--- config.mk ---
export PLATFORM = sky130hd
export DESIGN_NAME = adam_fabric
export DESIGN_NICKNAME = d
export VERILOG_FILES = /design/src/adam_cfg_pkg.sv /design/src/adam_bus_pkg.sv /design/src/adam_fabric.sv
export SDC_FILE = /design/constraint.sdc
export NUM_CORES = 1
export LEC_CHECK = 0
export BUFFER_PORTS_ARGS = -buffer_cell sky130_fd_sc_hd__buf_2
export CORE_AREA = 2 2 123 125
export DETAILED_ROUTE_END_ITERATION = 12
export DIE_AREA = 0 0 125 127
export PLACE_DENSITY_LB_ADDON = 0.3
export SETUP_SLACK_MARGIN = 0.4
export SLEW_MARGIN = 20
export SYNTH_ARGS = -nofsm -noshare
export SYNTH_HDL_FRONTEND = slang
export SYNTH_SLANG_ARGS = --single-unit
export TNS_END_PERCENT = 10
--- constraint.sdc ---
create_clock -name clk -period 2.35 [get_ports clk]
set_input_delay 0.1175 -clock clk [delete_from_list [all_inputs] [get_ports clk]]
set_output_delay 0.1175 -clock clk [all_outputs]
set_load 0.02 [all_outputs]
--- src/adam_cfg_pkg.sv ---
package adam_cfg_pkg;

    // bus widths
    localparam int ADDR_WIDTH = 32;
    localparam int DATA_WIDTH = 32;
    localparam int STRB_WIDTH = DATA_WIDTH / 8;

    typedef logic [ADDR_WIDTH-1:0] addr_t;
    typedef logic [DATA_WIDTH-1:0] data_t;
    typedef logic [STRB_WIDTH-1:0] strb_t;

    // lpmem storage, 1 KiB of words
    localparam int MEM_WORDS = 256;
    localparam int MEM_AW    = 8;

    typedef logic [MEM_AW-1:0] mem_addr_t;

    // address map
    // only the first 1 KiB of the lpmem window is backed, the index wraps
    localparam addr_t LPMEM_BASE  = 32'h0000_0000;
    localparam addr_t LPMEM_MASK  = 32'h0000_0FFF;

    localparam addr_t SYSCFG_BASE = 32'h0001_0000;
    localparam addr_t SYSCFG_MASK = 32'h0000_00FF;

    // syscfg register offsets
    localparam addr_t SYSCFG_CTRL   = 32'h0;
    localparam addr_t SYSCFG_STATUS = 32'h4;
    localparam addr_t SYSCFG_BOOT   = 32'h8;

endpackage

--- src/adam_bus_pkg.sv ---
package adam_bus_pkg;

    import adam_cfg_pkg::*;

    // request channel payload
    typedef struct packed {
        addr_t addr;
        logic  we;
        data_t wdata;
        strb_t strb;
    } bus_req_t;

    // response channel payload
    typedef struct packed {
        data_t rdata;
        logic  err;
    } bus_rsp_t;

    // single-cycle memory strobe
    typedef struct packed {
        mem_addr_t addr;
        logic      we;
        strb_t     be;
        data_t     wdata;
    } mem_cmd_t;

endpackage

--- src/adam_fabric.sv ---
`timescale 1ns/1ps

module adam_fabric
    import adam_cfg_pkg::*;
    import adam_bus_pkg::*;
(
    input  logic     clk,
    input  logic     rst,

    input  bus_req_t req,
    input  logic     req_valid,
    output logic     req_ready,

    output bus_rsp_t rsp,
    output logic     rsp_valid,
    input  logic     rsp_ready,

    output bus_req_t mem_req,
    output logic     mem_req_valid,
    input  logic     mem_req_ready,

    input  bus_rsp_t mem_rsp,
    input  logic     mem_rsp_valid,
    output logic     mem_rsp_ready,

    output bus_req_t cfg_req,
    output logic     cfg_req_valid,
    input  logic     cfg_req_ready,

    input  bus_rsp_t cfg_rsp,
    input  logic     cfg_rsp_valid,
    output logic     cfg_rsp_ready
);

    typedef enum logic [1:0] {
        TGT_IDLE,
        TGT_MEM,
        TGT_CFG,
        TGT_ERR
    } target_e;

    // slave that owes the response
    target_e tgt;

    logic hit_mem;
    logic hit_cfg;

    assign hit_mem = (req.addr & ~LPMEM_MASK) == LPMEM_BASE;
    assign hit_cfg = (req.addr & ~SYSCFG_MASK) == SYSCFG_BASE;

    // payload goes to both slaves, only valid is steered
    assign mem_req       = req;
    assign cfg_req       = req;
    assign mem_req_valid = req_valid && (tgt == TGT_IDLE) && hit_mem;
    assign cfg_req_valid = req_valid && (tgt == TGT_IDLE) && hit_cfg;

    always_comb begin
        if (tgt != TGT_IDLE) begin
            req_ready = 1'b0;
        end else if (hit_mem) begin
            req_ready = mem_req_ready;
        end else if (hit_cfg) begin
            req_ready = cfg_req_ready;
        end else begin
            // unmapped, taken at once
            req_ready = 1'b1;
        end
    end

    // response return path
    always_comb begin
        rsp           = '0;
        rsp_valid     = 1'b0;
        mem_rsp_ready = 1'b0;
        cfg_rsp_ready = 1'b0;
        case (tgt)
            TGT_MEM: begin
                rsp           = mem_rsp;
                rsp_valid     = mem_rsp_valid;
                mem_rsp_ready = rsp_ready;
            end
            TGT_CFG: begin
                rsp           = cfg_rsp;
                rsp_valid     = cfg_rsp_valid;
                cfg_rsp_ready = rsp_ready;
            end
            TGT_ERR: begin
                rsp.err   = 1'b1;
                rsp_valid = 1'b1;
            end
            default: begin
                rsp_valid = 1'b0;
            end
        endcase
    end

    always_ff @(posedge clk) begin
        if (rst) begin
            tgt <= TGT_IDLE;
        end else if (tgt == TGT_IDLE) begin
            if (req_valid && req_ready) begin
                if (hit_mem) begin
                    tgt <= TGT_MEM;
                end else if (hit_cfg) begin
                    tgt <= TGT_CFG;
                end else begin
                    tgt <= TGT_ERR;
                end
            end
        end else if (rsp_valid && rsp_ready) begin
            tgt <= TGT_IDLE;
        end
    end

endmodule

==> out/qor.txt <==
Outcome = finished clean
Most frequent cells after synthesis = 138 x buf_4, 32 x a22oi_1, 32 x nor2b_1
Share of cells above drive strength 1 = 67.1%
Synth Register Bits = 2
Port bufs = 184
Die X = 125 µm
Largest family of logic cells by synthesized area = buffers and inverters
Yosys top cell area share = 55.5%
Most numerous cell in the Yosys netlist = buf_4
Compound-Gate Fraction of Synth Area = 16.9%
Sink Count = 2
Die Span Y = 127 µm
Max-cap violations = 0
Global-route wire length before repair = 8780 µm
Worst-path fanout max = 4
Die area = 15900 µm²
Area Growth Syn to Fin = 11.2%
Worst slew margin = 67.7%
Peak VDD IR = 0.000206 V
F_max = 542 MHz
Worst-Margin Slew = 0.480 ns
Ys flop type = dfxtp_1
Antenna violations before repair = 0
Max FFs per register = 2
Clock skew = 0.00239 ns
Mean Syn Cell Area = 7.26 µm²
Syn. warnings = 0
1st-pass router iterations = 4
PwrDens = 403 nW/µm²
Io pins = 320
Grt ovf = 0
Setup crit end kind = primary output
Root Driver = clkbuf_16
Initial drt markers = 88
Crit Path Class = register to primary output
Cell Rows = 44
Post-Syn Instances = 257
Setup ws final = 0.504 ns
Slew Viols, Final = 0
Simple-gate share of the synthesized area = 19.0%
Leak Pwr = 1.06 nW
Gpl congestion = 0.769
Clock buffer depth = 2
Sum Neg Setup Slack = 0 ns
Post-synth EDFFs = 0
Antenna violation net count after detailed routing = 0
GR Util All Layers = 6.75%
Via density = 3.54
Post-synthesis sequential area ratio = 2.14%
Crit path DAT = 1.73 ns
Syn_nets = 405
Fin. Hold Viols = 0
Wirelength per Cell = 12.3 µm
Pre-CTS setup slack = 0.586 ns
Async SR Flop Fraction = 0%
Crit path time final = 1.85 ns
Inserted Clock Buffers = 3
Worst path required time = 2.23 ns
Vias in the first global route = 1702
Synth top area cells = buf_4 55%, a22oi_1 13%, nor2b_1 11%
Distinct cells, synth = 25
Dpl hpwl = 5090 µm
TritonCTS clock tree = built
Initial core utilization = 12.9%
Finish-stage setup viols = 0
Pin count of the biggest net entering global routing = 33
CTS Hold Buffers Added = 0
Residual DRC = 0
Cell area after synthesis = 1870 µm²
Biggest register = tgt
Vias = 1717
CP startpoint kind = register
Synth Area in Adders = 3.35%
Total power = 836 µW
Layout Nets = 451
Clk_lat worst skew = 0.22 ns
Reg clk slew, reported paths = 0.03 ns
Post-route clock period utilization = 78.6%
Biggest regs = tgt (2)
Largest area contributor in the netlist = buf_4
Post-synthesis mux area share = 0%
CTS H-Tree Depth = 1
Antenna cells = 0
Hold Crit Class = primary input to register
Core Region = 14400 µm²
RSZ-0062 raised after global routing = false
Routed wire length = 5950 µm
Post-Synth XOR/XNOR Area = 0%
-- worst max-delay path, cell delays in order (launching register included) --
cell and delay (ns):
dfxtp_1 0.33, inv_2 0.11, ha_4 0.16, nand2_1 0.09, or4b_4 0.54, nor3_2 0.10
buf_2 0.18
-- cells in the final DEF, fill, tap and decap left out --
cell,instances
dfxtp_1,2
ha_4,1
inv_1,2
nand2_1,5
nand2b_1,1
nor2b_1,32
nor4_1,3
nor2_1,3
or4b_1,1
or4b_4,1
clkbuf_16,3
buf_4,6
nor3b_2,1
nor3_1,2
a22oi_1,32
o41ai_2,1
nor4_2,2
buf_2,184
a221oi_1,2
o311ai_1,1
and2_1,2
o41ai_1,1
ha_1,4
o31a_1,1
nor3_2,1
a21oi_1,3
inv_2,2
nand3_1,2
-- final timing paths --
check	start	to	slack (ns)	depth (start not counted)
hold / removal	rst	tgt[0]	0.17	4
setup reg to reg	tgt[1]	tgt[0]	0.70	6
setup / recovery	tgt[1]	cfg_req_valid	0.50	6
hold reg to reg	tgt[1]	tgt[1]	0.51	2
-- stage by stage --
step | instance area, µm² | std cells | utilization (%) | hold WS, ns
final | 2080 | 485 | 14.4 | 0.165
after global routing | 2080 | 485 | 14.4 | 0.192
after CTS | 2060 | 484 | 14.3 | 0.161
after detailed placement | 1980 | 481 | 13.7 | 0.235
after global placement | 1980 | 481 | 13.7 | 0.235
after floorplan | 1870 | 257 | - | 0.269
-- kinds of logic (layout without fill, tap and decap cells) --
logic type | count (synthesis) | count (layout)
adder cells (fa/ha/maj) | 5 | 5
flip-flops | 2 | 2
AO/OA/AOI/OAI | 41 | 41
buffers and inverters | 153 | 197
AND/OR/NAND/NOR | 56 | 56
-- power breakdown --
part	internal [mW]	switching, mW	leakage (nW)	total, mW
Sequential	0.0380	0.00463	0.0166	0.0426
Clock	0.217	0.0399	0.0370	0.256
Combinational	0.224	0.313	1.00	0.537
-- routing by layer --
layer | wire length, µm | up-vias | global-route usage [%] | part of all wire, %
li1 | - | 815 | - | -
met1 | 2320 | 766 | 8.12 | 39
met2 | 2900 | 107 | 11.2 | 49
met3 | 607 | 29 | 2.30 | 10
met4 | 125 | 0 | 2.61 | 2.1
met5 | 0 | - | 0 | 0
-- final cells by class --
cell class | instances | area [µm²]
clock buffers | 3 | 75.1
fillers | 1693 | 12300
inverters | 4 | 15.0
multi-input cells | 102 | 749
flip-flops and latches | 2 | 40.0
well taps | 184 | 230
repair buffers | 190 | 966
-- what timing repair did --
item / 4_1_cts / 5_1_grt
pin swaps: 1 / 0
setup endpoints to repair: 1 / 4
buffers inserted: 0 / 1
gates resized for setup: 2 / 3
cloned: 0 / 0
Power figures use the tool's default switching activity.
