[config.mk]
export PLATFORM = sky130hd
export DESIGN_NAME = adam_syscfg
export DESIGN_NICKNAME = d
export VERILOG_FILES = /design/src/adam_cfg_pkg.sv /design/src/adam_bus_pkg.sv /design/src/adam_syscfg.sv
export SDC_FILE = /design/constraint.sdc
export NUM_CORES = 1
export LEC_CHECK = 0
export BUFFER_PORTS_ARGS = -buffer_cell sky130_fd_sc_hd__buf_2
export CORE_ASPECT_RATIO = 1.4
export CORE_MARGIN = 3
export CORE_UTILIZATION = 30
export DETAILED_ROUTE_END_ITERATION = 10
export MAX_ROUTING_LAYER = met4
export PLACE_DENSITY = 0.65
export RECOVER_POWER = 50
export SYNTH_ARGS = -nofsm -noshare
export SYNTH_HDL_FRONTEND = slang
export SYNTH_SLANG_ARGS = --single-unit
[constraint.sdc]
create_clock -name clk -period 6 [get_ports clk]
set_clock_uncertainty 0.15 [all_clocks]
set_input_delay 0.6 -clock clk [delete_from_list [all_inputs] [get_ports clk]]
set_output_delay 0.6 -clock clk [all_outputs]
set_load 0.005 [all_outputs]
[src/adam_cfg_pkg.sv]
package adam_cfg_pkg;

    // bus widths
    localparam int ADDR_WIDTH = 32;
    localparam int DATA_WIDTH = 32;
    localparam int STRB_WIDTH = DATA_WIDTH / 8;

    typedef logic [ADDR_WIDTH-1:0] addr_t;
    typedef logic [DATA_WIDTH-1:0] data_t;
    typedef logic [STRB_WIDTH-1:0] strb_t;

    // lpmem storage, 1 KiB of words
    localparam int MEM_WORDS = 256;
    localparam int MEM_AW    = 8;

    typedef logic [MEM_AW-1:0] mem_addr_t;

    // address map
    // only the first 1 KiB of the lpmem window is backed, the index wraps
    localparam addr_t LPMEM_BASE  = 32'h0000_0000;
    localparam addr_t LPMEM_MASK  = 32'h0000_0FFF;

    localparam addr_t SYSCFG_BASE = 32'h0001_0000;
    localparam addr_t SYSCFG_MASK = 32'h0000_00FF;

    // syscfg register offsets
    localparam addr_t SYSCFG_CTRL   = 32'h0;
    localparam addr_t SYSCFG_STATUS = 32'h4;
    localparam addr_t SYSCFG_BOOT   = 32'h8;

endpackage

[src/adam_bus_pkg.sv]
package adam_bus_pkg;

    import adam_cfg_pkg::*;

    // request channel payload
    typedef struct packed {
        addr_t addr;
        logic  we;
        data_t wdata;
        strb_t strb;
    } bus_req_t;

    // response channel payload
    typedef struct packed {
        data_t rdata;
        logic  err;
    } bus_rsp_t;

    // single-cycle memory strobe
    typedef struct packed {
        mem_addr_t addr;
        logic      we;
        strb_t     be;
        data_t     wdata;
    } mem_cmd_t;

endpackage

[src/adam_syscfg.sv]
`timescale 1ns/1ps

module adam_syscfg
    import adam_cfg_pkg::*;
    import adam_bus_pkg::*;
(
    input  logic     clk,
    input  logic     rst,

    input  bus_req_t req,
    input  logic     req_valid,
    output logic     req_ready,

    output bus_rsp_t rsp,
    output logic     rsp_valid,
    input  logic     rsp_ready,

    output logic     lpmem_rst,
    output logic     lpmem_pause_req,
    input  logic     lpmem_pause_ack,

    output addr_t    boot_addr
);

    addr_t offset;
    logic  accept;
    data_t rd_data;
    logic  rd_err;

    assign offset    = req.addr & SYSCFG_MASK;
    assign req_ready = !rsp_valid;
    assign accept    = req_valid && req_ready;

    // register read mux
    always_comb begin
        rd_data = '0;
        rd_err  = 1'b0;
        case (offset)
            SYSCFG_CTRL: begin
                rd_data = data_t'({lpmem_pause_req, lpmem_rst});
            end
            SYSCFG_STATUS: begin
                rd_data = data_t'(lpmem_pause_ack);
            end
            SYSCFG_BOOT: begin
                rd_data = data_t'(boot_addr);
            end
            default: begin
                rd_err = 1'b1;
            end
        endcase
    end

    // control registers
    always_ff @(posedge clk) begin
        if (rst) begin
            lpmem_rst       <= 1'b0;
            lpmem_pause_req <= 1'b0;
            boot_addr       <= '0;
        end else if (accept && req.we) begin
            case (offset)
                SYSCFG_CTRL: begin
                    // both bits live in byte 0
                    if (req.strb[0]) begin
                        lpmem_rst       <= req.wdata[0];
                        lpmem_pause_req <= req.wdata[1];
                    end
                end
                SYSCFG_BOOT: begin
                    for (int i = 0; i < STRB_WIDTH; i++) begin
                        if (req.strb[i]) begin
                            boot_addr[8*i +: 8] <= req.wdata[8*i +: 8];
                        end
                    end
                end
                default: begin
                    // status is read-only, others are unknown
                end
            endcase
        end
    end

    always_ff @(posedge clk) begin
        if (rst) begin
            rsp_valid <= 1'b0;
        end else if (accept) begin
            rsp_valid <= 1'b1;
        end else if (rsp_ready) begin
            rsp_valid <= 1'b0;
        end
    end

    // response payload, held until taken
    always_ff @(posedge clk) begin
        if (accept) begin
            rsp.rdata <= req.we ? '0 : rd_data;
            rsp.err   <= rd_err;
        end
    end

endmodule

==> flow_summary.json, run 1 <==
{
  "critPathMaxFanout": 33,
  "dpl.cell_count": 475,
  "fin_util": 0.405,
  "die-height_um": 124,
  "peakVddDrop_uv": 119,
  "area.growth.synth_to_final_pct": 30.0,
  "grt_max_degree": 68,
  "ys_warn_count": 0,
  "max_freq_mhz": 308,
  "worst_pin_slew_ps": 3010,
  "drc": 0,
  "viasPerCell": 4.25,
  "synthesis.nets": 314,
  "cts_max_level": 3,
  "synth.avg_cell_area_um2": 12.4,
  "cts.sinks": 68,
  "fill_cells": 974,
  "hold_viol_final": 0,
  "dieWidth_um": 90.3,
  "grt_remaining_overflow": 0,
  "p_leak_nw": 1.52,
  "postCtsSetupRepairBufs": 0,
  "antenna_found_initial": 0,
  "maxSlewHeadroom": -1.01,
  "reg2reg_depth": 1,
  "worst-path-stages": 2,
  "layout.nets": 428,
  "yosys.area.top_type": "edfxtp_1",
  "slowest_delay_ps": 2230,
  "drt_iter0_markers": 25,
  "netlist_area_um2": 2980,
  "hold_depth": 2,
  "numCtsBuffers": 9,
  "design.die.area_um2": 11200,
  "grt_pass1_wl_mm": 10.2,
  "yosys.cell_types.count": 24,
  "ctsResizeCount": 0,
  "path_cells": "buf_2 -> nor2b_1",
  "grt_pass1_vias": 2084,
  "critPathSlowestCell": "nor2b_1",
  "tns_ps": 0,
  "setup_violations": 0,
  "postCtsHoldBufs": 0,
  "p_total_mw": 1.05,
  "fin_crit_sh": 0.540,
  "final_cells": 490,
  "clk-insertion-delay-late_ps": 330,
  "firstDrtPassIters": 4,
  "vias": 2082,
  "rows": 42,
  "finalWirelength_mm": 6.45,
  "drive_above_1_share": 0.277,
  "final_area_um2": 3880,
  "whs_ps": 324,
  "core_um2": 9560,
  "critPathRequiredTime_ps": 5720,
  "report.final.slew_viol_count": 102,
  "dp_worst_setup_slack_ps": 3050,
  "crit_buf_inv": 1,
  "drv.max_cap_violation_count": 2,
  "cts_root_buf": "clkbuf_16",
  "cts_buffer_depth": 2,
  "port_buffers": 118,
  "io-pin-count": 143,
  "p_per_area_nw_per_um2": 270,
  "crit_family": "simple AND/OR/NAND/NOR gates",
  "fin_ws_ps": 2760,
  "violations": "max-capacitance violations, max-slew violations",
  "tritoncts": "yes",
  "worstPathArrival_ps": 2960,
  "antenna_cells": 0,
  "synth_top_area_frac": 0.332,
  "routedWlPerCell_um": 13.2,
  "rsz0062_at_grt": "no",
  "syn_inst": 240,
  "place_hpwl_mm": 4.67,
  "ys_seq_elements": 68,
  "end_kind": "flop",
  "path_class": "in2reg",
  "clk_pin_slew_ps": 50,
  "synth_area_leaders": "edfxtp_1 (33%), dfxtp_1 (23%), nand2b_1 (14%), mux2i_1 (12%), and2_1 (6.3%)",
  "initial_core_util": 0.312,
  "min_path_type": "in2reg",
  "cp-start-kind": "input port",
  "place_area_um2": 3650,
  "min_period_ps": 3240,
  "antenna_left": 0,
  "status": "finished, violations left",
  "grt_usage": 0.122,
  "yosysSeqAreaShare": 0.567,
  "place_congestion": 0.691
}
[flip-flops by register name, summed over array words and instances, names as in the netlist]
name and cells:
boot_addr 32, lpmem_pause_req 1, rsp 33, lpmem_rst 1
rsp_valid 1
[layout by cell type (no fill, tap or decap), types with 2 or more instances in the layout]
| cell | n |
|---|---|
| buf_2 | 79 |
| nand2b_1 | 67 |
| clkbuf_1 | 40 |
| mux2i_1 | 36 |
| dfxtp_1 | 35 |
| edfxtp_1 | 33 |
| and2_1 | 30 |
| clkbuf_16 | 9 |
| inv_1 | 5 |
| nor4b_4 | 4 |
| clkbuf_8 | 3 |
| nor2_1 | 2 |
[power by group]
part	switching, mW	total, mW	internal, mW	leakage [nW]
clock network	0.176	0.484	0.309	0.139
registers	0.00342	0.503	0.499	0.607
logic	0.0309	0.0613	0.0304	0.776
total	0.210	1.05	0.838	1.52
[synthesized netlist by cell type]
master,n
nor3_1,1
nor4_1,1
nand3b_1,1
nor2_1,2
nor3_2,1
or4b_4,1
o21a_1,1
dfxtp_1,35
and2_1,30
clkbuf_1,7
nand4b_1,1
or4_1,1
and3b_1,1
nor2b_1,1
edfxtp_1,33
nand2b_1,67
mux2i_1,36
nor3b_1,1
buf_6,5
a211oi_1,1
inv_1,5
a21o_2,1
nor4b_4,4
clkbuf_2,3
[final cells by class]
| class | count | area [um^2] | area share |
|---|---|---|---|
| inverters | 5 | 18.8 | 0.00484 |
| clock buffers | 13 | 270 | 0.0697 |
| multi-input cells | 152 | 1180 | 0.305 |
| well taps | 132 | 165 | 0.0426 |
| flip-flops and latches | 68 | 1690 | 0.436 |
| repair buffers | 118 | 542 | 0.140 |
| clock inverters | 2 | 8.76 | 0.00226 |
[worst paths after layout]
path,startpoint,endpoint,slack (ps)
worst min-delay path,rsp_ready,rsp_valid$_SDFFE_PP0P_,320
worst min register to register,boot_addr[16]$_SDFFE_PP0P_,boot_addr[16]$_SDFFE_PP0P_,330
worst max-delay path,req_valid,rsp[14]$_SDFFCE_PP0N_,2760
worst max register to register,rsp_valid$_SDFFE_PP0P_,rsp[14]$_SDFFCE_PP0N_,2780
[cell families after synthesis]
kind of cell    after synthesis  share of synthesized area
buf+inv                      20                     0.0390
compound gates                3                    0.00797
mux                          36                      0.121
flops                        68                      0.567
simple gates                113                      0.265
[layer usage]
layer / GRT usage / vias to the layer above / share of wire
met4: 0.0575 / 0 / 0.020
met2: 0.210 / 76 / 0.51
li1: - / 1034 / -
met5: - / - / 0
met3: 0.0405 / 11 / 0.062
met1: 0.128 / 961 / 0.41
Note: power is estimated with default switching activity, not from simulation.
==> run 2, diff against run 1 <==
--- a/config.mk
+++ b/config.mk
@@ -5,6 +5,7 @@
 export SDC_FILE = /design/constraint.sdc
 export NUM_CORES = 1
 export LEC_CHECK = 0
+export ABC_AREA = 1
 export BUFFER_PORTS_ARGS = -buffer_cell sky130_fd_sc_hd__buf_2
 export CORE_ASPECT_RATIO = 1.4
 export CORE_MARGIN = 3
==> constraint.sdc (replaced) <==
create_clock -name clk -period 3 [get_ports clk]
set_clock_uncertainty 0.15 [all_clocks]
set_input_delay 0.3 -clock clk [delete_from_list [all_inputs] [get_ports clk]]
set_output_delay 0.3 -clock clk [all_outputs]
set_load 0.005 [all_outputs]
==> run 2 against run 1 <==
The flow now finishes without violations. Worst setup slack worse by 1600 ps. Register-to-register slack worse by 1600 ps. Combinational power is 110% higher. Routed wire length is 17% higher. Flip-flop and latch count stayed put. Utilization is 0.23 points lower. Critical path type unchanged. Critical endpoint is now boot_addr[2]$_SDFFE_PP0P_. Highest routed layer unchanged.
==> flow_summary.json, run 2 <==
{
  "status": "complete, no violations",
  "min_to": "lpmem_rst$_SDFFE_PP0P_",
  "port_buffers": 118,
  "final_cell_mix": "buf_2 (87), inv_1 (76), nor2_1 (69)",
  "place_hpwl_mm": 5.25,
  "worst_pin_slew_ps": 906,
  "syn_inst": 358,
  "maxSlewHeadroom": 0.396,
  "yosysSeqAreaShare": 0.565,
  "busiest_layer": "met2",
  "worstReg2RegEnd": "rsp[24]$_SDFFCE_PP0N_",
  "synth.most_common_cell": "inv_1",
  "cts_buffer_depth": 2,
  "crit_start": "rst",
  "dieWidth_um": 90.5,
  "seqCellArea_um2": 1690,
  "grt_usage": 0.143,
  "fill_cells": 1010,
  "grt_remaining_overflow": 0,
  "layout.nets": 549,
  "rows": 42,
  "postCtsHoldBufs": 1,
  "numCtsBuffers": 9,
  "reg2reg_slack_ps": 1180,
  "critPathMaxFanout": 20,
  "grt_pass1_vias": 2490,
  "final_common_cell": "buf_2",
  "hold_start": "req[4]",
  "tns_ps": 0,
  "grt_max_degree": 39,
  "ys.flop_type": "dfxtp_1",
  "largest_reg_flops": 33,
  "drv.max_cap_violation_count": 0,
  "synth_top_area_frac": 0.331,
  "vias": 2608,
  "design.die.area_um2": 11200,
  "setup_violations": 0,
  "p_leak_nw": 1.70,
  "die-height_um": 124,
  "drive_above_1_share": 0.234,
  "drt_iter0_markers": 132,
  "cts.sinks": 68,
  "min_period_ps": 1870,
  "antenna_left": 0,
  "initial_core_util": 0.311,
  "yosys.cell_types.count": 19,
  "place_congestion": 0.780,
  "area.growth.synth_to_final_pct": 29.4,
  "report.final.slew_viol_count": 0,
  "yosys.area.top_type": "edfxtp_1",
  "ys_warn_count": 0,
  "clk-insertion-delay-late_ps": 330,
  "postCtsSetupRepairBufs": 0,
  "ys_seq_elements": 68,
  "cp-start-kind": "input port",
  "synth_edf_count": 33,
  "synthTopCellsByCount": "inv_1 (75), nor2_1 (69), nand2_1 (45), nand3_1 (38)",
  "end_kind": "flop",
  "async_flop_share": 0,
  "netlist_area_um2": 3000,
  "reg2reg_depth": 4,
  "min_path_type": "in2reg",
  "max_freq_mhz": 534,
  "clk_pin_slew_ps": 50,
  "finalWirelength_mm": 7.54,
  "grt_pass1_wl_mm": 12.2,
  "grt_util_met1": 0.149,
  "reg_top3": "rsp x33, boot_addr x32",
  "drc": 0,
  "worstPathArrival_ps": 1990,
  "viasPerCell": 4.27,
  "cts_max_level": 3,
  "hold_depth": 3,
  "antenna_found_initial": 1,
  "use_met3": 0.0339,
  "cts_root_buf": "clkbuf_16",
  "ctsResizeCount": 0,
  "top_register": "rsp",
  "rsz0062_at_grt": "no",
  "io-pin-count": 143,
  "tritoncts": "yes",
  "multiInputGateArea_um2": 885,
  "synth_area_leaders": "edfxtp_1 (33%), dfxtp_1 (23%), inv_1 (9.4%), nor2_1 (8.6%), nand3_1 (6.3%)",
  "fin_ws_ps": 1130,
  "p_per_area_nw_per_um2": 531,
  "use_met2": 0.238,
  "routedWlPerCell_um": 12.3,
  "dp_worst_setup_slack_ps": 888,
  "core_um2": 9620,
  "path_class": "in2reg",
  "peakVddDrop_uv": 263,
  "firstDrtPassIters": 4,
  "synth.avg_cell_area_um2": 8.37,
  "synthesis.nets": 432,
  "r2r-start": "rsp_valid$_SDFFE_PP0P_",
  "fin_crit_sh": 0.624,
  "hold_viol_final": 0,
  "critPathRequiredTime_ps": 3110
}
[run 2: cell types whose count changed after synthesis, sizes merged, moves of 2 or more]
cell and change:
mux2i -36, nand3 +39, nand2b -67, nor2 +73, a21oi +35, nor4b -4
nor3 -2, clkbuf -9, nand2 +46, buf +11, and2 -30, inv +71
[run 2: layer usage]
layer,part of all wire,up-vias
li1,-,1339
met5,0,-
met1,0.40,1155
met4,0.041,0
met2,0.51,90
met3,0.054,24
[run 2: how the worst max path moves through the flow]
stage	to	slack, ps
2_1_floorplan	rsp[0]$_DFFE_PN_	1330
3_3_place_gp	rsp[5]$_SDFFCE_PP0N_	980
3_5_place_dp	rsp[14]$_SDFFCE_PP0N_	890
4_1_cts	boot_addr[2]$_SDFFE_PP0P_	1100
5_1_grt	boot_addr[5]$_SDFFE_PP0P_	1010
6_report	boot_addr[2]$_SDFFE_PP0P_	1130
[run 2: logic make-up after synthesis]
| kind of cell | synth area share |
|---|---|
| AND/OR/NAND/NOR | 0.230 |
| buffers and inverters | 0.142 |
| flip-flops | 0.565 |
| AO/OA/AOI/OAI | 0.0635 |
[run 2: layout make-up]
type                       count  area share
clock inverter                 3     0.00387
sequential                    68       0.436
clock buffer                  11      0.0626
multi-input combinational    197       0.228
tap                          132      0.0426
antenna                        1    0.000646
inverter                      76      0.0736
timing repair buffer         123       0.152
[run 2: critical path, cell delays in order]
cell	delay (ps)
dlygate4sd3_1	530
buf_2	140
inv_1	510
buf_4	330
nand2_1	70
nor2_1	100
[run 2: metrics by stage]
step / hold WS (ps) / cells / cell area, um^2 / power (mW) / utilization
5_1_grt: 108 / 611 / 3880 / 2.14 / 0.403
4_1_cts: 87.7 / 610 / 3920 / 2.09 / 0.407
2_1_floorplan: 219 / 358 / 3000 / 1.08 / -
3_3_place_gp: 321 / 595 / 3650 / 1.15 / 0.379
3_5_place_dp: 315 / 595 / 3650 / 1.15 / 0.379
6_report: 102 / 611 / 3880 / 2.06 / 0.403
[run 2: power breakdown]
| group | internal, mW | leakage [nW] | total [mW] | switching, mW |
|---|---|---|---|---|
| Sequential | 0.996 | 0.613 | 1.00 | 0.00534 |
| Clock | 0.567 | 0.131 | 0.929 | 0.362 |
| Combinational | 0.0512 | 0.955 | 0.130 | 0.0789 |
