### src/adam_cfg_pkg.sv
package adam_cfg_pkg;

    // bus widths
    localparam int ADDR_WIDTH = 32;
    localparam int DATA_WIDTH = 32;
    localparam int STRB_WIDTH = DATA_WIDTH / 8;

    typedef logic [ADDR_WIDTH-1:0] addr_t;
    typedef logic [DATA_WIDTH-1:0] data_t;
    typedef logic [STRB_WIDTH-1:0] strb_t;

    // lpmem storage, 1 KiB of words
    localparam int MEM_WORDS = 256;
    localparam int MEM_AW    = 8;

    typedef logic [MEM_AW-1:0] mem_addr_t;

    // address map
    // only the first 1 KiB of the lpmem window is backed, the index wraps
    localparam addr_t LPMEM_BASE  = 32'h0000_0000;
    localparam addr_t LPMEM_MASK  = 32'h0000_0FFF;

    localparam addr_t SYSCFG_BASE = 32'h0001_0000;
    localparam addr_t SYSCFG_MASK = 32'h0000_00FF;

    // syscfg register offsets
    localparam addr_t SYSCFG_CTRL   = 32'h0;
    localparam addr_t SYSCFG_STATUS = 32'h4;
    localparam addr_t SYSCFG_BOOT   = 32'h8;

endpackage

### src/adam_bus_pkg.sv
package adam_bus_pkg;

    import adam_cfg_pkg::*;

    // request channel payload
    typedef struct packed {
        addr_t addr;
        logic  we;
        data_t wdata;
        strb_t strb;
    } bus_req_t;

    // response channel payload
    typedef struct packed {
        data_t rdata;
        logic  err;
    } bus_rsp_t;

    // single-cycle memory strobe
    typedef struct packed {
        mem_addr_t addr;
        logic      we;
        strb_t     be;
        data_t     wdata;
    } mem_cmd_t;

endpackage

### src/adam_axil_to_mem.sv
`timescale 1ns/1ps

module adam_axil_to_mem
    import adam_cfg_pkg::*;
    import adam_bus_pkg::*;
(
    input  logic     clk,
    input  logic     rst,
    input  logic     unit_rst,

    input  logic     pause_req,
    output logic     pause_ack,

    input  bus_req_t req,
    input  logic     req_valid,
    output logic     req_ready,

    output bus_rsp_t rsp,
    output logic     rsp_valid,
    input  logic     rsp_ready,

    output logic     mem_req,
    output mem_cmd_t mem_cmd,
    input  data_t    mem_rdata
);

    typedef enum logic [1:0] {
        ST_IDLE,
        ST_ACCESS,
        ST_RESPOND,
        ST_PAUSED
    } state_e;

    state_e   state;
    bus_req_t req_q;

    // no new request once a pause is asked for
    assign req_ready = (state == ST_IDLE) && !pause_req && !unit_rst;
    assign pause_ack = (state == ST_PAUSED);

    // strobe built from the latched request, word index wraps
    assign mem_req       = (state == ST_ACCESS);
    assign mem_cmd.addr  = req_q.addr[MEM_AW+1:2];
    assign mem_cmd.we    = req_q.we;
    assign mem_cmd.be    = req_q.strb;
    assign mem_cmd.wdata = req_q.wdata;

    // memory output register holds the word until the next read strobe
    always_comb begin
        rsp.rdata = req_q.we ? '0 : mem_rdata;
        rsp.err   = 1'b0;
    end

    assign rsp_valid = (state == ST_RESPOND);

    always_ff @(posedge clk) begin
        if (rst || unit_rst) begin
            state <= ST_IDLE;
        end else begin
            case (state)
                ST_IDLE: begin
                    if (pause_req) begin
                        state <= ST_PAUSED;
                    end else if (req_valid) begin
                        state <= ST_ACCESS;
                    end
                end
                ST_ACCESS: begin
                    state <= ST_RESPOND;
                end
                ST_RESPOND: begin
                    if (rsp_ready) begin
                        state <= ST_IDLE;
                    end
                end
                ST_PAUSED: begin
                    if (!pause_req) begin
                        state <= ST_IDLE;
                    end
                end
                default: begin
                    state <= ST_IDLE;
                end
            endcase
        end
    end

    always_ff @(posedge clk) begin
        if (req_valid && req_ready) begin
            req_q <= req;
        end
    end

endmodule

### config.mk
export PLATFORM = sky130hd
export DESIGN_NAME = adam_axil_to_mem
export DESIGN_NICKNAME = d
export VERILOG_FILES = /design/src/adam_cfg_pkg.sv /design/src/adam_bus_pkg.sv /design/src/adam_axil_to_mem.sv
export SDC_FILE = /design/constraint.sdc
export NUM_CORES = 1
export LEC_CHECK = 0
export ABC_AREA = 0
export BUFFER_PORTS_ARGS = -buffer_cell sky130_fd_sc_hd__buf_2
export CAP_MARGIN = 20
export CORE_MARGIN = 8
export CORE_UTILIZATION = 36
export DETAILED_ROUTE_END_ITERATION = 8
export PLACE_DENSITY_LB_ADDON = 0.25
export SKIP_CTS_REPAIR_TIMING = 1
export SYNTH_ARGS = -nofsm -noshare
export SYNTH_HDL_FRONTEND = slang
export SYNTH_SLANG_ARGS = --single-unit
### constraint.sdc
create_clock -name clk -period 3.1 [get_ports clk]
set_input_delay 0.465 -clock clk [delete_from_list [all_inputs] [get_ports clk]]
set_output_delay 0.465 -clock clk [all_outputs]
set_load 0.02 [all_outputs]
==> results.md, run 1 <==
* Fin worst setup slack at 1050 ps
* Initial Utilization at 0.368
* Most common library cells after synthesis: edfxtp_1 (45), nor2b_1 (33), buf_2 (3), nor2_1 (3)
* Unrepaired setup endpoints after global routing: no
* Post-Syn Nets at 205
* Max-cap violation count at 0
* Num Clock Sinks at 47
* CP required at 2630 ps
* Main synth FF type: edfxtp_1
* Reg-to-Reg Start: state[0]
* Num rows at 25
* Critical path launch point type: flop
* Vias in the first global route at between 1000 and 1500
* Final Max Slew Viols at 0
* Post-placement cell count at 313
* Initial antenna violation count at 0
* Setup violators final at 0
* Lkg Pwr at 1.26 nW
* Worst-margin pin slew at 915 ps
* Starting DRC count in detailed routing at 22
* Post-synthesis register bit count at 47
* HP Class: primary input to flop
* Post-DP HPWL at around 4.4 mm
* Number of synthesized flops with an enable pin at 45
* Nets at 373
* Crit. End Element: output port
* Vias at 1387
* Outcome: finished clean
* WS Path Type: flop to output port
* Crit-path max FO at 33
* Antenna-violating nets left at 0
* Syn Inst Count at a little under 100
* Non-Filler Instances at 321
* Die X-Extent at 84.8 µm
* Largest net degree at the start of global routing at 34
* Min cycle time layout at 2050 ps
* Largest cells by area after synthesis: edfxtp_1 (79%), nor2b_1 (12%), dfxtp_1 (2.4%)
* Register area share after synthesis at 0.817
* GPL Wtd Cong at 0.854
* Post-DR vias/cell at 4.32
* Filler cells at 397
* Final period util at 0.662
* Number of synthesis warnings at 0
* CTS H-tree depth at 2
* Wire length per cell at approximately 16 µm
* Yosys cell types at 16
* P&R area growth vs syn at 56.7%
* Synth area leader: edfxtp_1
* Peak supply drop at 264 µV
* Power Density at 466 nW/µm²
* Die height at 84.8 µm
* Pre-CTS setup slack at between 1000 and 1500 ps
* Hold WS at 338 ps
* Setup Skew at 5.00 ps
* Crit path DAT at 1590 ps
* Drt first pass iters at 3
* Global-route wire length before repair at ~7.6 mm
* Layout cell share with drive strength beyond 1 at 0.655
* Global-route usage over all layers at 0.139
* HP Start: req[16]
* Avg Cell Area, Syn at 17.4 µm²
* Clock root buffer: clkbuf_8
* Port Buf Inserts at 163
* IO Pins at 189
* Post-synth top area share at 0.794
* Clock Path Buffers at 2
* Async SR Flop Fraction at 0
* Total gr overflow at 0
* Post-Syn Area at around 1700 µm²
* Max Clk Rate at 487 MHz
* Crit-path max cell delay at 960 ps
* CP Cell Sequence: nor2b_1, buf_2
* Most common cell in the synthesized netlist: edfxtp_1
* DRC at 0
* CTS tree: built
* Total Neg Setup Slack at 0 ps
* Worst Setup SP: mem_cmd[36]
* Total power at 0.00124 W
* CP max-delay cell: edfxtp_1
* Worst-skew pair later-pin latency at 290 ps
* Diodes inserted at 0
* CTS Buf Count at 5
* Core Area at between 4000 and 5000 µm²
* Die Area at 7190 µm²
* Worst-path clk slew at about 90 ps
* Final hold vios at 0
* Rel. slew slack at 0.390
* Post-Route WL at a little over 5 mm
-- final cells by class --
cell class | count | area, µm² | share of cell area
multi-input cells | 46 | 287 | 0.107
clock inverters | 2 | 16.3 | 0.00609
flip-flops and latches | 47 | 1390 | 0.521
clock buffers | 6 | 72.6 | 0.0272
inverters | 1 | 3.75 | 0.00141
repair buffers | 165 | 831 | 0.311
well taps | 54 | 67.6 | 0.0253
-- cell families (layout without fill, tap and decap cells) --
kind of cell | after synthesis | count (layout) | share of synthesized area
flops | 47 | 47 | 0.817
simple gates | 41 | 41 | 0.148
buf+inv | 5 | 174 | 0.0154
compound gates | 4 | 4 | 0.0169
other cells | 1 | 1 | 0.00220
-- critical path: cells and delay by family, from the launching register on --
family | cells | cell delay (ps)
flops | 1 | 960
buf+inv | 1 | 200
simple gates | 1 | 140
-- registers in the layout, indices dropped and copies added (netlist names) --
| name | count |
|---|---|
| mem_cmd | 45 |
| state | 2 |
-- worst paths after layout --
check	end	slack, ps	cells after the start
min reg2reg	state[1]	620	1
min	mem_cmd[12]	340	1
max	rsp[16]	1050	2
max reg2reg	mem_cmd[7]	1280	3
-- routing by layer --
metal  up-vias  GRT usage  share of wire
met4         0     0.0583          0.010
met1       610      0.116           0.34
met2        93      0.261           0.53
met3         7     0.0741           0.13
li1        677          -              -
met5         -          0              0
-- metrics by stage --
stage           util  cell area (µm²)
2_1_floorplan      -             1700
3_3_place_gp   0.557             2580
3_5_place_dp   0.557             2580
4_1_cts        0.576             2670
5_1_grt        0.576             2670
6_report       0.576             2670
-- cell usage in the layout (no fill, tap or decap), types with 2 or more instances in the layout --
cell type / instances
nand2_1: 2
edfxtp_1: 45
dfxtp_1: 2
nor2_1: 3
clkbuf_8: 5
buf_4: 2
buf_2: 163
nor2b_1: 33
-- power by group --
part	total [W]	switching [W]	internal, W	leakage, nW
Combinational	0.000158	0.0000861	0.0000718	0.795
Sequential	0.000724	0.00000806	0.000716	0.427
Clock	0.000360	0.000198	0.000162	0.0418
No activity file was read; power rests on OpenSTA's default activity.
==> run 2: changes to the inputs <==
- CORE_UTILIZATION: 36 -> 30
- clock period: 3.1 -> 1.8 ns (I/O delays scaled with it)
==> run 2 against run 1 <==
Cell area is 1.6% higher. Sequential share of layout area is 0.82 points lower. Worst hold slack worse by 200 ps. Non-clock buffer count is 1 higher. Via count is 0.94% higher. Power is 72% higher. Wire length is 0.99% lower. Register-to-register slack worse by 910 ps. Worst setup slack worse by 730 ps. Largest cell class unchanged.
==> results.md, run 2 (same netlist as run 1, synthesis figures left out) <==
* Outcome: finished clean
* Worst r2r dst: mem_cmd[32]
* Initial antenna violation count at 0 (unchanged)
* Buffers & Inverters on Critical Path at 2 (+1)
* Max-cap violation count at 0 (unchanged)
* Post-route design area at 2710 µm² (+1.6%)
* GPL Wtd Cong at 0.792 (-7.3%)
* Final period util at 0.822
* Unrepaired setup endpoints after global routing: no
* Starting DRC count in detailed routing at 11 (-50%)
* Post-Route WL at 5.11 mm (-0.99%)
* Vias in the first global route at 1420 (-1.3%)
* CP Cell Sequence: buf_4, nor2b_1, buf_2
* Wire length per cell at 15.0 µm (-6.5%)
* HP Start: req[43]
* Worst hold endpoint: mem_cmd[41]
* CP required at 1530 ps (-1100 ps)
* Power Density at 786 nW/µm² (+69%)
* Levels on crit path at 3 (+1)
* Layout cell share with drive strength beyond 1 at 0.660 (+0.00502)
* WS Path Type: flop to output port
* Max Clk Rate at 676 MHz
* Post-DR vias/cell at 4.12 (-4.7%)
* Worst Reg-to-Reg Cells at 3 (unchanged)
* Total Neg Setup Slack at 0 ps (unchanged)
* Pre-CTS setup slack at 360 ps (-721 ps)
* HP Class: primary input to flop
* Num rows at 27 (+8.0%)
* Lkg Pwr at 1.28 nW (+1.2%)
* R2R Setup Slk at 370 ps (-910 ps)
* Die Area at 8340 µm² (+16%)
* DRC at 0 (unchanged)
* Diodes inserted at 0 (unchanged)
* Post-DP HPWL at 4.36 mm (-0.13%)
* Reg-to-Reg Start: state[0]
* Crit. End Element: output port
* Setup violators final at 0 (unchanged)
* Total gr overflow at 0 (unchanged)
* Placed inst area at 2620 µm² (+1.7%)
* Final Max Slew Viols at 0 (unchanged)
* Drt first pass iters at 2 (-1)
* Crit path DAT at 1210 ps (-380 ps)
* CP top delay family: buffers and inverters
* Die X-Extent at 91.3 µm (+7.7%)
* Filler cells at 513 (+29%)
* Port Buf Inserts at 163 (unchanged)
* Peak supply drop at 537 µV (+100%)
* Clock root buffer: clkbuf_8
* Setup Skew at 10.2 ps (+5.23 ps)
* CTS Buf Count at 5 (unchanged)
* Initial Utilization at 0.309 (-0.0586)
* Most frequent cells in the layout: buf_2 (163), edfxtp_1 (45), nor2b_1 (33)
* CTS H-tree depth at 2 (unchanged)
* Global-route usage over all layers at 0.114 (-0.0250)
* Nets at 374 (+0.27%)
* Worst-skew pair later-pin latency at 290 ps (about the same)
* Die height at 91.3 µm (+7.7%)
* CP max-delay cell: edfxtp_1
* Max reg flops at 45 (unchanged)
* Final hold vios at 0 (unchanged)
* Antenna-violating nets left at 0 (unchanged)
* Global-route wire length before repair at 7.47 mm (-2.3%)
* Post-layout util at 0.492 (-0.0841)
* Critical path launch point type: flop
* Worst-path clk slew at 90 ps (about the same)
* Clock Path Buffers at 2 (unchanged)
* Min cycle time layout at 1480 ps
* CTS tree: built
* Fin worst setup slack at 320 ps (-728 ps)
* Crit-path max FO at 33 (unchanged)
* Most common cell after layout, fill and taps aside: buf_2
* Num Clock Sinks at 47 (unchanged)
* Vias at 1400 (+0.94%)
* P&R area growth vs syn at 59.2%
* Crit-path max cell delay at 360 ps (-600 ps)
* WHS Path Cells at 1 (unchanged)
* IO Pins at 189 (unchanged)
* Largest net degree at the start of global routing at 34 (unchanged)
* Core Area at 5510 µm² (+19%)
run 2: cell count changes in the layout (fill, tap and decap cells not counted), sizes merged:
cell and delta:
buf +1, clkbuf -1, clkinv +2, clkinvlp -1
run 2: worst max-delay path by stage:
stage / start / end / slack [ps]
6_report: mem_cmd[36] / rsp[16] / 320
2_1_floorplan: state[0] / mem_cmd[0] / 6
3_5_place_dp: pause_req / mem_cmd[36] / 360
5_1_grt: mem_cmd[36] / rsp[8] / 230
4_1_cts: mem_cmd[36] / rsp[26] / 280
3_3_place_gp: pause_req / mem_cmd[20] / 370
run 2: routing by layer:
layer  GRT usage  vias up  routed length [µm]
met5           0        -                   0
met4      0.0368        0                  46
met3      0.0955        4                 913
met2       0.187      113                2340
met1       0.101      604                1810
li1            -      679                   -
run 2: where the power goes:
part	internal, W	total [W]	switching, W
Combinational	0.000127	0.000281	0.000154
Clock	0.000273	0.000607	0.000334
Sequential	0.00123	0.00124	0.00000954
Total	0.00163	0.00213	0.000497
run 2: stage by stage:
| step | hold slack (ps) | cells | total power, W |
|---|---|---|---|
| after floorplan | 369 | 98 | 0.00140 |
| after global placement | 446 | 332 | 0.00155 |
| after detailed placement | 448 | 332 | 0.00155 |
| after CTS | 129 | 340 | 0.00217 |
| after global routing | 128 | 340 | 0.00221 |
| final | 142 | 340 | 0.00213 |
run 2: area by class of cell:
type	count	area, µm²	area share
clock buffers	5	68.8	0.0254
clock inverters	3	18.8	0.00692
inverters	1	3.75	0.00138
multi-input cells	46	288	0.106
flip-flops and latches	47	1390	0.513
well taps	72	90.1	0.0332
repair buffers	166	851	0.314
==> run 3: changes to the inputs <==
- clock period: 1.8 -> 1.31 ns (I/O delays scaled with it)
==> run 3 against run 2 <==
The run now ends with negative setup slack left. Non-clock buffer count up 7. Worst hold slack worse by 64 ps. Critical path depth unchanged. Power up 40%. Wire length up 7.0%. Largest power group unchanged. Clock power up 34%. Cell area up 8.3%. Critical endpoint is now mem_cmd[13]. Cell count up 2.1%. Clock skew down 5.0 ps. Sequential cell count unchanged.
==> results.md, run 3 (same netlist as run 1, synthesis figures left out) <==
* Nets at 381 (+1.9%)
* Global-route wire length before repair at 7.98 mm (+6.8%)
* Largest net degree at the start of global routing at 34 (unchanged)
* Layout cell share with drive strength beyond 1 at 0.676 (+0.0159)
* Initial antenna violation count at 0 (unchanged)
* Post-DR vias/cell at 4.22 (+2.5%)
* Post-Route WL at 5.46 mm (+7.0%)
* WS Path Type: flop to flop
* P&R area growth vs syn at 72.4%
* Combinational Power Share at 0.152 (+0.020)
* Switching Fraction at 0.232 (-0.00161)
* Crit. End Element: flop
* Setup Skew at 5.21 ps (-5.02 ps)
* Max Clk Rate at 727 MHz
* Max reg flops at 45 (unchanged)
* Max-cap violation count at 0 (unchanged)
* Final period util at 1.05
* Worst-path clk slew at 80 ps (about the same)
* Min cycle time layout at 1380 ps
* Clock root buffer: clkbuf_8
* Vias at 1464 (+4.6%)
* Filler cells at 493 (-3.9%)
* Post-route design area at 2940 µm² (+8.3%)
* Critical path launch point type: flop
* Most common cell after layout, fill and taps aside: buf_2
* Crit path DAT at 1380 ps (+170 ps)
* Failing checks: negative setup slack
* Clock Path Buffers at 2 (unchanged)
* Outcome: finished, violations left
* Lkg Pwr at 1.34 nW (+4.9%)
* HP Class: primary input to flop
* IO Pins at 189 (unchanged)
* CTS tree: built
* Final hold vios at 0 (unchanged)
* Total power at 0.00297 W (+40%)
* Num rows at 27 (unchanged)
* Final Max Slew Viols at 0 (unchanged)
* Initial Utilization at 0.309 (unchanged)
* Crit-path max FO at 8 (-76%)
* Unrepaired setup endpoints after global routing: yes
* Net switching power figure at 0.000689 W (+39%)
* Peak supply drop at 833 µV (+55%)
* Internal at 0.00228 W (+40%)
* Drt first pass iters at 4 (+2)
* Diodes inserted at 0 (unchanged)
* CTS H-tree depth at 2 (unchanged)
* GPL Wtd Cong at 0.818 (+3.2%)
* Die Area at 8340 µm² (unchanged)
* Starting DRC count in detailed routing at 25 (+14)
* Vias in the first global route at 1518 (+6.9%)
* Port Buf Inserts at 163 (unchanged)
* DRC at 0 (unchanged)
* Post-DP HPWL at 4.51 mm (+3.3%)
* Total Neg Setup Slack at -2960 ps (-2960 ps)
* Wire length per cell at 15.7 µm (+4.9%)
* Num Clock Sinks at 47 (unchanged)
* Clock power frac at 0.273 (-0.012)
* WHS Path Cells at 1 (unchanged)
* CTS Buf Count at 5 (unchanged)
* Antenna-violating nets left at 0 (unchanged)
* Setup violators final at 77 (+77)
* Worst-skew pair later-pin latency at 290 ps (about the same)
* Die X-Extent at 91.3 µm (unchanged)
* Total gr overflow at 0 (unchanged)
* Die height at 91.3 µm (unchanged)
* CP required at 1320 ps (-210 ps)
* Power Density at 1010 nW/µm² (+29%)
* Placed inst area at 2690 µm² (+2.5%)
* Global-route usage over all layers at 0.122 (+0.00832)
* Worst Reg-to-Reg Cells at 3 (unchanged)
* Most frequent cells in the layout: buf_2 (128), edfxtp_1 (45), buf_4 (34)
* Core Area at 5510 µm² (unchanged)
* Flop pwr share at 0.575 (-0.008)
* Fin worst setup slack at -65.8 ps (-386 ps)
[run 3: cell count changes in the layout (fill, tap and decap cells not counted), sizes merged]
cell	previous run	this run
buf	166	172
clkbuf	5	6
clkinvlp	0	1
inv	2	1
[run 3: worst paths after layout]
kind,from,endpoint,slack (ps)
setup / recovery,state[1],mem_cmd[13],-70
hold / removal,req[33],mem_cmd[29],80
setup reg to reg,state[1],mem_cmd[13],-70
hold reg to reg,state[0],state[1],610
[run 3: through the flow]
| stage | instances | setup WS, ps | util | hold slack [ps] |
|---|---|---|---|---|
| after floorplan | 98 | -312 | - | 295 |
| after global placement | 336 | 8.50 | 0.488 | 372 |
| after detailed placement | 336 | 3.01 | 0.488 | 375 |
| after CTS | 344 | -87.5 | 0.504 | 63.5 |
| after global routing | 347 | -150 | 0.533 | 47.9 |
| final | 347 | -65.8 | 0.533 | 78.4 |
[run 3: worst max-delay path, cell delays in order, from the launching register on]
cell and delay, ps:
dfxtp_4 360, nor4_4 260, and2_4 280, clkbuf_16 180
[run 3: final cells by class]
type                    instances  area, µm²  share of cell area
flip-flops and latches         47       1400               0.476
repair buffers                173       1060               0.361
multi-input cells              46        302               0.103
well taps                      72       90.1              0.0307
clock buffers                   5       68.8              0.0234
clock inverters                 3       15.0             0.00512
inverters                       1       3.75             0.00128
[run 3: metal layers]
layer,track usage,vias to the layer above,part of all wire
li1,-,697,-
met1,0.112,646,0.36
met2,0.209,119,0.48
met3,0.0938,2,0.16
met4,0.0286,0,0.0027
met5,0,-,0
[run 3: power by group through the flow]
| stage | logic [W] | clock network (W) | registers (W) |
|---|---|---|---|
| after floorplan | 0.000133 | 0 | 0.00179 |
| after global placement | 0.000406 | 0 | 0.00174 |
| after detailed placement | 0.000412 | 0 | 0.00174 |
| after CTS | 0.000413 | 0.000855 | 0.00171 |
| after global routing | 0.000486 | 0.000924 | 0.00171 |
| final | 0.000452 | 0.000813 | 0.00171 |
